File: src/hdl/oflow_pkg.sv
// --------------------------------------------------
// Shared widths and encodings for the tracker slice
// APB addresses are byte addresses on a 4-byte stride
// Default widths feed the top-level parameters only
// --------------------------------------------------
`default_nettype none

package oflow_pkg;

	// --------------------------------------------------
	// Widths
	// --------------------------------------------------

	// APB address bus
	localparam int ADDR_LEN = 8;

	// History limit and candidate age
	localparam int NUM_OF_HISTORY_FRAMES_WIDTH = 3;

	// Defaults picked up by the top level
	localparam int WEIGHT_LEN_DEF = 8;
	localparam int FEAT_LEN_DEF = 8;
	localparam int CAND_IDX_LEN_DEF = 4;

	// --------------------------------------------------
	// Register map
	// --------------------------------------------------

	typedef enum logic [ADDR_LEN-1:0]
	{
		W_IOU_ADDR = 8'h00,
		W_WIDTH_ADDR = 8'h04,
		W_HEIGHT_ADDR = 8'h08,
		W_COLOR1_ADDR = 8'h0C,
		W_COLOR2_ADDR = 8'h10,
		W_HISTORY_ADDR = 8'h14,
		NUM_OF_HISTORY_FRAMES_ADDR = 8'h18
	} reg_addr_e;

	// --------------------------------------------------
	// Best-match FSM
	// --------------------------------------------------

	// IDLE means no frame open, COLLECT means at least one candidate seen
	typedef enum logic
	{
		IDLE = 1'b0,
		COLLECT = 1'b1
	} match_state_e;

endpackage

`default_nettype wire

File: src/hdl/oflow_best_match.sv
// --------------------------------------------------
// Per-frame best candidate search
// First eligible candidate with the greatest score wins
// Index wraps past 2**CAND_IDX_LEN candidates
// Report comes one cycle after the last score
// --------------------------------------------------
`timescale 1ns/1ps
`default_nettype none

module oflow_best_match #(
	parameter int SCORE_LEN = 19,
	parameter int CAND_IDX_LEN = 4
) (
	input wire logic clk,
	input wire logic reset_N,

	// Scores from the metric
	input wire logic score_valid,
	input wire logic score_last,
	input wire logic score_eligible,
	input wire logic signed [SCORE_LEN-1:0] score,

	// Match report
	output logic match_valid,
	output logic match_found,
	output logic [CAND_IDX_LEN-1:0] match_index,
	output logic signed [SCORE_LEN-1:0] match_score
);

	import oflow_pkg::*;

	match_state_e state;
	logic [CAND_IDX_LEN-1:0] idx_cnt;
	logic best_found;
	logic [CAND_IDX_LEN-1:0] best_index;
	logic signed [SCORE_LEN-1:0] best_score;

	// Current candidate view
	logic [CAND_IDX_LEN-1:0] cur_idx;
	logic prev_found;
	logic take;

	// In IDLE the old frame's state is ignored
	assign cur_idx = (state == COLLECT) ? idx_cnt : '0;
	assign prev_found = (state == COLLECT) && best_found;

	// Strictly greater, so ties stay with the earlier one
	assign take = score_eligible && (!prev_found || (score > best_score));

	always_ff @(posedge clk or negedge reset_N)
	begin
		if (!reset_N)
		begin
			state <= IDLE;
			idx_cnt <= '0;
			best_found <= 1'b0;
			match_valid <= 1'b0;
			match_found <= 1'b0;
			match_index <= '0;
			match_score <= '0;
		end
		else
		begin
			match_valid <= 1'b0;
			if (score_valid && score_last)
			begin
				// Close the frame, last candidate included
				match_valid <= 1'b1;
				match_found <= take || prev_found;
				match_index <= take ? cur_idx : (prev_found ? best_index : '0);
				match_score <= take ? score : (prev_found ? best_score : '0);
				state <= IDLE;
			end
			else if (score_valid)
			begin
				state <= COLLECT;
				idx_cnt <= cur_idx + CAND_IDX_LEN'(1);
				best_found <= take || prev_found;
			end
		end
	end

	// Best-so-far payload
	always_ff @(posedge clk)
	begin
		if (score_valid && take)
		begin
			best_index <= cur_idx;
			best_score <= score;
		end
	end

endmodule

`default_nettype wire

File: src/hdl/oflow_feature_capture.sv
// --------------------------------------------------
// Input side of the scoring pipeline
// One candidate per cand_valid strobe, no back-pressure
// Reference box must hold still for the whole frame
// Output lags the strobe by one cycle
// --------------------------------------------------
`timescale 1ns/1ps
`default_nettype none

module oflow_feature_capture #(
	parameter int FEAT_LEN = 8
) (
	input wire logic clk,
	input wire logic reset_N,

	// Candidate from the detector
	input wire logic cand_valid,
	input wire logic cand_last,
	input wire logic [FEAT_LEN-1:0] cand_iou,
	input wire logic [FEAT_LEN-1:0] cand_w,
	input wire logic [FEAT_LEN-1:0] cand_h,
	input wire logic [FEAT_LEN-1:0] cand_color1,
	input wire logic [FEAT_LEN-1:0] cand_color2,
	input wire logic [oflow_pkg::NUM_OF_HISTORY_FRAMES_WIDTH-1:0] cand_age,

	// Reference object
	input wire logic [FEAT_LEN-1:0] ref_w,
	input wire logic [FEAT_LEN-1:0] ref_h,
	input wire logic [FEAT_LEN-1:0] ref_color1,
	input wire logic [FEAT_LEN-1:0] ref_color2,

	// Features to the metric
	output logic feat_valid,
	output logic feat_last,
	output logic [FEAT_LEN-1:0] feat_iou,
	output logic [FEAT_LEN-1:0] feat_dw,
	output logic [FEAT_LEN-1:0] feat_dh,
	output logic [FEAT_LEN-1:0] feat_dc1,
	output logic [FEAT_LEN-1:0] feat_dc2,
	output logic [oflow_pkg::NUM_OF_HISTORY_FRAMES_WIDTH-1:0] feat_age
);

	// Unsigned |a - b|, never wraps
	function automatic logic [FEAT_LEN-1:0] abs_diff(
		input logic [FEAT_LEN-1:0] a,
		input logic [FEAT_LEN-1:0] b
	);
		abs_diff = (a > b) ? (a - b) : (b - a);
	endfunction

	// Flags
	always_ff @(posedge clk or negedge reset_N)
	begin
		if (!reset_N)
		begin
			feat_valid <= 1'b0;
			feat_last <= 1'b0;
		end
		else
		begin
			feat_valid <= cand_valid;
			// Last only counts with a strobe
			feat_last <= cand_valid && cand_last;
		end
	end

	// Payload, loaded only on a strobe
	always_ff @(posedge clk)
	begin
		if (cand_valid)
		begin
			feat_iou <= cand_iou;
			feat_dw <= abs_diff(cand_w, ref_w);
			feat_dh <= abs_diff(cand_h, ref_h);
			feat_dc1 <= abs_diff(cand_color1, ref_color1);
			feat_dc2 <= abs_diff(cand_color2, ref_color2);
			feat_age <= cand_age;
		end
	end

endmodule

`default_nettype wire

File: src/hdl/oflow_reg_file.sv
// --------------------------------------------------
// APB slave for the scoring weights and history limit
// No wait states, no PSLVERR, no protection bits
// Unmapped addresses never raise pready
// Writes keep only the low bits of pwdata
// --------------------------------------------------
`timescale 1ns/1ps
`default_nettype none

module oflow_reg_file #(
	parameter int WEIGHT_LEN = 8
) (
	input wire logic clk,
	input wire logic reset_N,

	// APB
	input wire logic [31:0] apb_pwdata,
	input wire logic apb_pwrite,
	input wire logic apb_psel,
	input wire logic apb_penable,
	input wire logic [oflow_pkg::ADDR_LEN-1:0] apb_addr,
	output logic apb_pready,
	output logic [31:0] apb_prdata,

	// Register levels to the metric
	output logic [WEIGHT_LEN-1:0] w_iou,
	output logic [WEIGHT_LEN-1:0] w_w,
	output logic [WEIGHT_LEN-1:0] w_h,
	output logic [WEIGHT_LEN-1:0] w_color1,
	output logic [WEIGHT_LEN-1:0] w_color2,
	output logic [WEIGHT_LEN-1:0] w_dhistory,
	output logic [oflow_pkg::NUM_OF_HISTORY_FRAMES_WIDTH-1:0] num_of_history_frame
);

	import oflow_pkg::*;

	// --------------------------------------------------
	// Access decode
	// --------------------------------------------------

	logic wr_en;
	logic rd_en;
	logic addr_hit;

	// Access phase only
	assign wr_en = apb_psel && apb_penable && apb_pwrite;
	assign rd_en = apb_psel && apb_penable && !apb_pwrite;

	// One of the seven mapped addresses
	always_comb
	begin
		case (apb_addr)
			W_IOU_ADDR, W_WIDTH_ADDR, W_HEIGHT_ADDR, W_COLOR1_ADDR,
			W_COLOR2_ADDR, W_HISTORY_ADDR, NUM_OF_HISTORY_FRAMES_ADDR:
				addr_hit = 1'b1;
			default:
				addr_hit = 1'b0;
		endcase
	end

	// Ready in the same cycle, so no wait states
	assign apb_pready = (wr_en || rd_en) && addr_hit;

	// --------------------------------------------------
	// Registers
	// --------------------------------------------------

	always_ff @(posedge clk or negedge reset_N)
	begin
		if (!reset_N)
		begin
			w_iou <= '0;
			w_w <= '0;
			w_h <= '0;
			w_color1 <= '0;
			w_color2 <= '0;
			w_dhistory <= '0;
			num_of_history_frame <= '0;
		end
		else if (wr_en)
		begin
			// Only the addressed register moves
			case (apb_addr)
				W_IOU_ADDR: w_iou <= apb_pwdata[WEIGHT_LEN-1:0];
				W_WIDTH_ADDR: w_w <= apb_pwdata[WEIGHT_LEN-1:0];
				W_HEIGHT_ADDR: w_h <= apb_pwdata[WEIGHT_LEN-1:0];
				W_COLOR1_ADDR: w_color1 <= apb_pwdata[WEIGHT_LEN-1:0];
				W_COLOR2_ADDR: w_color2 <= apb_pwdata[WEIGHT_LEN-1:0];
				W_HISTORY_ADDR: w_dhistory <= apb_pwdata[WEIGHT_LEN-1:0];
				NUM_OF_HISTORY_FRAMES_ADDR:
					num_of_history_frame <= apb_pwdata[NUM_OF_HISTORY_FRAMES_WIDTH-1:0];
				default: ;
			endcase
		end
	end

	// --------------------------------------------------
	// Read mux
	// --------------------------------------------------

	// Zero-extended value during a read access, 0 otherwise
	always_comb
	begin
		apb_prdata = '0;
		if (rd_en)
		begin
			case (apb_addr)
				W_IOU_ADDR: apb_prdata = 32'(w_iou);
				W_WIDTH_ADDR: apb_prdata = 32'(w_w);
				W_HEIGHT_ADDR: apb_prdata = 32'(w_h);
				W_COLOR1_ADDR: apb_prdata = 32'(w_color1);
				W_COLOR2_ADDR: apb_prdata = 32'(w_color2);
				W_HISTORY_ADDR: apb_prdata = 32'(w_dhistory);
				NUM_OF_HISTORY_FRAMES_ADDR: apb_prdata = 32'(num_of_history_frame);
				default: apb_prdata = '0;
			endcase
		end
	end

endmodule

`default_nettype wire

File: src/hdl/oflow_similarity_metric.sv
// --------------------------------------------------
// Weighted similarity score, two register stages
// score = w_iou*iou - sum of the five weighted penalties
// SCORE_LEN must be WEIGHT_LEN + FEAT_LEN + 3
// Weights are sampled in stage one, limit in stage two
// --------------------------------------------------
`timescale 1ns/1ps
`default_nettype none

module oflow_similarity_metric #(
	parameter int WEIGHT_LEN = 8,
	parameter int FEAT_LEN = 8,
	parameter int SCORE_LEN = 19
) (
	input wire logic clk,
	input wire logic reset_N,

	// Features from capture
	input wire logic feat_valid,
	input wire logic feat_last,
	input wire logic [FEAT_LEN-1:0] feat_iou,
	input wire logic [FEAT_LEN-1:0] feat_dw,
	input wire logic [FEAT_LEN-1:0] feat_dh,
	input wire logic [FEAT_LEN-1:0] feat_dc1,
	input wire logic [FEAT_LEN-1:0] feat_dc2,
	input wire logic [oflow_pkg::NUM_OF_HISTORY_FRAMES_WIDTH-1:0] feat_age,

	// Register levels
	input wire logic [WEIGHT_LEN-1:0] w_iou,
	input wire logic [WEIGHT_LEN-1:0] w_w,
	input wire logic [WEIGHT_LEN-1:0] w_h,
	input wire logic [WEIGHT_LEN-1:0] w_color1,
	input wire logic [WEIGHT_LEN-1:0] w_color2,
	input wire logic [WEIGHT_LEN-1:0] w_dhistory,
	input wire logic [oflow_pkg::NUM_OF_HISTORY_FRAMES_WIDTH-1:0] num_of_history_frame,

	// Score to best match
	output logic score_valid,
	output logic score_last,
	output logic score_eligible,
	output logic signed [SCORE_LEN-1:0] score
);

	import oflow_pkg::*;

	localparam int PROD_LEN = WEIGHT_LEN + FEAT_LEN;

	// Stage one
	logic s1_valid;
	logic s1_last;
	logic [NUM_OF_HISTORY_FRAMES_WIDTH-1:0] s1_age;
	logic [PROD_LEN-1:0] p_iou, p_w, p_h, p_c1, p_c2, p_hist;

	// Penalty sum feeding stage two
	logic [SCORE_LEN-1:0] pen_sum;

	// --------------------------------------------------
	// Flags, two stages deep
	// --------------------------------------------------
	always_ff @(posedge clk or negedge reset_N)
	begin
		if (!reset_N)
		begin
			s1_valid <= 1'b0;
			s1_last <= 1'b0;
			score_valid <= 1'b0;
			score_last <= 1'b0;
		end
		else
		begin
			s1_valid <= feat_valid;
			s1_last <= feat_last;
			score_valid <= s1_valid;
			score_last <= s1_last;
		end
	end

	// --------------------------------------------------
	// Stage one, products
	// --------------------------------------------------
	always_ff @(posedge clk)
	begin
		p_iou <= PROD_LEN'(w_iou) * PROD_LEN'(feat_iou);
		p_w <= PROD_LEN'(w_w) * PROD_LEN'(feat_dw);
		p_h <= PROD_LEN'(w_h) * PROD_LEN'(feat_dh);
		p_c1 <= PROD_LEN'(w_color1) * PROD_LEN'(feat_dc1);
		p_c2 <= PROD_LEN'(w_color2) * PROD_LEN'(feat_dc2);
		// Older candidates cost more
		p_hist <= PROD_LEN'(w_dhistory) * PROD_LEN'(feat_age);
		s1_age <= feat_age;
	end

	// --------------------------------------------------
	// Stage two, score and eligibility
	// --------------------------------------------------

	// Fits without overflow, since the age product is small
	assign pen_sum = SCORE_LEN'(p_w) + SCORE_LEN'(p_h) + SCORE_LEN'(p_c1)
		+ SCORE_LEN'(p_c2) + SCORE_LEN'(p_hist);

	always_ff @(posedge clk)
	begin
		score <= $signed(SCORE_LEN'(p_iou) - pen_sum);
		// Age equal to the limit still counts
		score_eligible <= (s1_age <= num_of_history_frame);
	end

endmodule

`default_nettype wire

File: src/hdl/oflow_tracker_top.sv
// --------------------------------------------------
// Scoring slice of the object tracker
// cand_last to match_valid is exactly 4 cycles
// One candidate per cycle at most, no back-pressure
// Weights take effect the cycle after the APB write
// --------------------------------------------------
`timescale 1ns/1ps
`default_nettype none

module oflow_tracker_top #(
	parameter int WEIGHT_LEN = oflow_pkg::WEIGHT_LEN_DEF,
	parameter int FEAT_LEN = oflow_pkg::FEAT_LEN_DEF,
	parameter int CAND_IDX_LEN = oflow_pkg::CAND_IDX_LEN_DEF,
	// Enough for the signed difference of the weighted terms
	localparam int SCORE_LEN = WEIGHT_LEN + FEAT_LEN + 3
) (
	input wire logic clk,
	input wire logic reset_N,

	// APB
	input wire logic [31:0] apb_pwdata,
	input wire logic apb_pwrite,
	input wire logic apb_psel,
	input wire logic apb_penable,
	input wire logic [oflow_pkg::ADDR_LEN-1:0] apb_addr,
	output logic apb_pready,
	output logic [31:0] apb_prdata,

	// Candidates
	input wire logic cand_valid,
	input wire logic cand_last,
	input wire logic [FEAT_LEN-1:0] cand_iou,
	input wire logic [FEAT_LEN-1:0] cand_w,
	input wire logic [FEAT_LEN-1:0] cand_h,
	input wire logic [FEAT_LEN-1:0] cand_color1,
	input wire logic [FEAT_LEN-1:0] cand_color2,
	input wire logic [oflow_pkg::NUM_OF_HISTORY_FRAMES_WIDTH-1:0] cand_age,
	input wire logic [FEAT_LEN-1:0] ref_w,
	input wire logic [FEAT_LEN-1:0] ref_h,
	input wire logic [FEAT_LEN-1:0] ref_color1,
	input wire logic [FEAT_LEN-1:0] ref_color2,

	// Match report
	output logic match_valid,
	output logic match_found,
	output logic [CAND_IDX_LEN-1:0] match_index,
	output logic signed [SCORE_LEN-1:0] match_score
);

	import oflow_pkg::*;

	// Register levels
	logic [WEIGHT_LEN-1:0] w_iou, w_w, w_h, w_color1, w_color2, w_dhistory;
	logic [NUM_OF_HISTORY_FRAMES_WIDTH-1:0] num_of_history_frame;

	// Capture to metric
	logic feat_valid, feat_last;
	logic [FEAT_LEN-1:0] feat_iou, feat_dw, feat_dh, feat_dc1, feat_dc2;
	logic [NUM_OF_HISTORY_FRAMES_WIDTH-1:0] feat_age;

	// Metric to best match
	logic score_valid, score_last, score_eligible;
	logic signed [SCORE_LEN-1:0] score;

	oflow_reg_file #(.WEIGHT_LEN(WEIGHT_LEN)) reg_file_i (
		.clk, .reset_N,
		.apb_pwdata, .apb_pwrite, .apb_psel, .apb_penable, .apb_addr,
		.apb_pready, .apb_prdata,
		.w_iou, .w_w, .w_h, .w_color1, .w_color2, .w_dhistory,
		.num_of_history_frame
	);

	// Stage 1 of 4
	oflow_feature_capture #(.FEAT_LEN(FEAT_LEN)) capture_i (
		.clk, .reset_N,
		.cand_valid, .cand_last, .cand_iou, .cand_w, .cand_h,
		.cand_color1, .cand_color2, .cand_age,
		.ref_w, .ref_h, .ref_color1, .ref_color2,
		.feat_valid, .feat_last, .feat_iou, .feat_dw, .feat_dh,
		.feat_dc1, .feat_dc2, .feat_age
	);

	// Stages 2 and 3
	oflow_similarity_metric #(
		.WEIGHT_LEN(WEIGHT_LEN),
		.FEAT_LEN(FEAT_LEN),
		.SCORE_LEN(SCORE_LEN)
	) metric_i (
		.clk, .reset_N,
		.feat_valid, .feat_last, .feat_iou, .feat_dw, .feat_dh,
		.feat_dc1, .feat_dc2, .feat_age,
		.w_iou, .w_w, .w_h, .w_color1, .w_color2, .w_dhistory,
		.num_of_history_frame,
		.score_valid, .score_last, .score_eligible, .score
	);

	// Stage 4, the report
	oflow_best_match #(
		.SCORE_LEN(SCORE_LEN),
		.CAND_IDX_LEN(CAND_IDX_LEN)
	) best_match_i (
		.clk, .reset_N,
		.score_valid, .score_last, .score_eligible, .score,
		.match_valid, .match_found, .match_index, .match_score
	);

endmodule

`default_nettype wire

File: config.mk
export PLATFORM = sky130hd
export DESIGN_NAME = oflow_tracker_top
export DESIGN_NICKNAME = d
export VERILOG_FILES = /design/src/hdl/oflow_pkg.sv /design/src/hdl/oflow_best_match.sv /design/src/hdl/oflow_feature_capture.sv /design/src/hdl/oflow_reg_file.sv /design/src/hdl/oflow_similarity_metric.sv /design/src/hdl/oflow_tracker_top.sv
export SDC_FILE = /design/constraint.sdc
export NUM_CORES = 1
export LEC_CHECK = 0
export BUFFER_PORTS_ARGS = -buffer_cell sky130_fd_sc_hd__buf_4
export CAP_MARGIN = 10
export CORE_UTILIZATION = 63
export DETAILED_ROUTE_END_ITERATION = 12
export PLACE_DENSITY = 0.83
export RECOVER_POWER = 100
export REMOVE_ABC_BUFFERS = 1
export SLEW_MARGIN = 5
export SYNTH_ARGS = -nofsm -noshare
export SYNTH_HDL_FRONTEND = slang
export SYNTH_SLANG_ARGS = --single-unit
File: constraint.sdc
create_clock -name clk -period 5.7 [get_ports clk]
set_input_delay 0.285 -clock clk [delete_from_list [all_inputs] [get_ports clk]]
set_output_delay 0.285 -clock clk [all_outputs]
set_load 0.01 [all_outputs]
==> impl_metrics.json <==
{
  "holdWs_ns": 0.0278,
  "hp-class": "input port to flip-flop",
  "grt_max_degree": 60,
  "fin_nets": 3376,
  "detailed_place_hpwl_um": 43800,
  "ys.flop_type": "dfxtp_1",
  "finalInstanceArea_um2": 27200,
  "syn_area_um2": 25000,
  "first_iter_violations": 1284,
  "cts.reportedPaths.clkPinSlew_ns": 0.07,
  "max_freq_ghz": 0.189,
  "ir_drop_uv": 246,
  "die_w_um": 201,
  "vias": 18100,
  "min_period_ns": 5.29,
  "cts_setup_buffers": 0,
  "rows": 72,
  "synth_seq_area_share_pct": 25.9,
  "async_flop_share_pct": 32.8,
  "die_height_um": 201,
  "ctsHtreeMaxLevel": 1,
  "setup_ws_ns": 0.415,
  "path_class": "flip-flop to flip-flop",
  "synthSimpleGateAreaFrac_pct": 13.7,
  "muxShareOfSynthArea_pct": 4.27,
  "finalHoldViolCount": 0,
  "cts.path.max_buffers": 3,
  "pre_cts_ws_ns": 0.569,
  "netlist_instances": 2576,
  "ant_nets": 0,
  "final_common_cell": "inv_1",
  "slew_headroom_pct": -114,
  "violations": "max-capacitance violations, max-slew violations",
  "cts_root_buf": "clkbuf_16",
  "startpoint_type": "flip-flop",
  "ys_warn_count": 0,
  "syn_avg_cell_area_um2": 9.71,
  "crit_required_ns": 6.21,
  "drc": 0,
  "yosys-top-cells-area": "fa_1 19%, ha_1 16%, dfxtp_1 9.1%",
  "core_area_um2": 38900,
  "power_density_nw_per_um2": 223,
  "fin_tns_setup_ns": 0,
  "fin_skew_ns": 0.0128,
  "via_per_inst": 5.59,
  "cap_violations": 8,
  "place_congestion": 0.908,
  "place_area_um2": 26400,
  "dieArea_um2": 40500,
  "clock_latency_ns": 0.57,
  "netlist.area_leader.share_pct": 19.1,
  "synth_cell_types": 76,
  "grt-ovfl-total": 0,
  "wl_um": 54900,
  "crit_arrival_ns": 5.79,
  "yosysTopAreaCell": "fa_1",
  "finalMaxSlewViolations": 225,
  "port_buffers": 131,
  "diodes": 0,
  "rsz0062_at_grt": "no",
  "cts_tree": "yes",
  "layout_common_cells": "449 x inv_1, 316 x ha_1, 255 x nand2_1",
  "setup_viol": 0,
  "critPathMaxFanout": 4,
  "track_usage_pct": 27.5,
  "status": "finished, violations left",
  "p_leak_uw": 0.0138,
  "cts_sinks": 268,
  "wl_per_cell_um": 16.9,
  "synth_fa_ha_area_share_pct": 34.9,
  "syn_to_final_growth_pct": 8.91,
  "dr.pass1.iters": 7,
  "worstSetupEndpointType": "flip-flop",
  "synth_compound_area_share_pct": 8.78,
  "initial_utilization_pct": 64.3,
  "synth_top_family_by_area": "adder cells",
  "yosys.area_share.xor_xnor_pct": 4.10,
  "layout-drive-gt1-share_pct": 7.83,
  "post-route-period-util_pct": 92.7,
  "synth_seq_cells": 268,
  "tightest_slew_ns": 3.20,
  "antenna_found_initial": 0,
  "numCtsBuffers": 28,
  "num_io_pins": 180,
  "first_global_vias": 18800,
  "synth-edff-count": 66,
  "grt_pass1_wl_um": 90500
}
layout make-up:
cell class | instances | area, µm²
sequential | 268 | 6470
inverter | 449 | 1690
clock inverter | 15 | 131
timing repair buffer | 148 | 978
multi-input combinational | 1804 | 16500
clock buffer | 37 | 840
tap | 518 | 648
fill | 2832 | 11700
per-layer routing:
layer	track usage [%]	vias up	wire length [µm]	share of wire, %
met4	9.20	0	1830	3.3
met5	0	-	0	0
met2	48.7	599	27000	49
met3	3.68	132	3330	6.1
met1	34.6	8812	22700	41
li1	-	8571	-	-
registers in the layout (all words and copies together), names as in the netlist, 16 cells and up:
| register | cells |
|---|---|
| best_match_i.best_score | 19 |
| best_match_i.match_score | 19 |
| metric_i.p_c1 | 16 |
| metric_i.p_c2 | 16 |
| metric_i.p_h | 16 |
| metric_i.p_iou | 16 |
| metric_i.p_w | 16 |
| metric_i.score | 19 |
Yosys cell counts, types with 4 or more instances:
| cell | instances |
|---|---|
| o21ai_1 | 25 |
| clkbuf_1 | 49 |
| a21o_1 | 36 |
| xor2_1 | 30 |
| nand2_1 | 254 |
| a22oi_1 | 8 |
| mux2_2 | 57 |
| and3_1 | 10 |
| o41ai_1 | 4 |
| mux2i_1 | 41 |
| and2_1 | 191 |
| nor2b_1 | 32 |
| a21boi_0 | 4 |
| nand4_1 | 15 |
| o21ai_0 | 53 |
| o21a_1 | 20 |
| xnor2_1 | 87 |
| a31o_2 | 4 |
| o221ai_1 | 4 |
| o31ai_1 | 4 |
| nand3b_1 | 7 |
| a222oi_1 | 5 |
| fa_1 | 239 |
| nand3_1 | 21 |
| or3_1 | 7 |
| a31oi_1 | 14 |
| a41oi_1 | 7 |
| nand2b_1 | 24 |
| ha_1 | 316 |
| edfxtp_1 | 66 |
| inv_1 | 449 |
| dfrtp_1 | 88 |
| buf_4 | 24 |
| or2_2 | 6 |
| a211oi_1 | 10 |
| a21oi_1 | 76 |
| nor2_1 | 75 |
| nor3_1 | 29 |
| a311oi_1 | 4 |
| dfxtp_1 | 114 |
| a221oi_1 | 7 |
| o211ai_1 | 12 |
cell families (layout without fill, tap and decap cells):
kind of cell    after synthesis  count (layout)
flops                       268             268
mux                          99              99
xor+xnor                    117             117
buf+inv                     527             649
other cells                   1              24
fa+ha+maj                   555             555
compound gates              326             326
simple gates                683             683
per-stage QoR:
stage / utilization, % / cells / power, µW
after floorplan: - / 2521 / 3690
after global placement: 67.8 / 3174 / 4170
after detailed placement: 67.8 / 3174 / 4260
after CTS: 70.6 / 3239 / 6150
after global routing: 70.0 / 3239 / 6400
final: 70.0 / 3239 / 6070
worst paths after layout:
kind / from / end / slack [ns] / cells after the start
min: apb_pwdata[7] / reg_file_i.w_color2[7]$_DFFE_PN0P_ / 0.03 / 2
max in group asynchronous: reset_N / reg_file_i.w_color1[3]$_DFFE_PN0P_ / 1.30 / 3
min reg2reg: capture_i.feat_valid$_DFF_PN0_ / metric_i.s1_valid$_DFF_PN0_ / 0.35 / 0
max reg2reg: metric_i.p_h[0]$_DFF_P_ / metric_i.score[17]$_DFF_P_ / 0.41 / 21
max: metric_i.p_h[0]$_DFF_P_ / metric_i.score[17]$_DFF_P_ / 0.41 / 21
min in group asynchronous: reset_N / metric_i.score_last$_DFF_PN0_ / 0.66 / 2
report_power, final:
| part | internal, µW | switching (µW) |
|---|---|---|
| combinational | 754 | 919 |
| clock | 1090 | 792 |
| sequential | 2270 | 253 |
critical path, stage by stage (launching register included):
cell	delay, ns
dfxtp_1	0.32
ha_1	0.18
inv_1	0.06
fa_1	0.39
nand2b_1	0.15
a21boi_0	0.25
o21ai_0	0.23
nand2b_1	0.14
a21oi_1	0.09
xnor2_1	0.36
fa_1	0.49
fa_1	0.50
inv_1	0.04
ha_1	0.32
inv_1	0.10
o21ai_0	0.09
a41oi_1	0.27
a211oi_1	0.19
a221oi_2	0.39
o21ai_1	0.17
or4_1	0.42
nand3_1	0.09
repair_timing:
item / in CTS / in global routing
gates resized for setup: 0 / 0
hold buffers: 13 / 0
endpoints found under the hold margin: 41 / 0
Power figures use the tool's default switching activity.
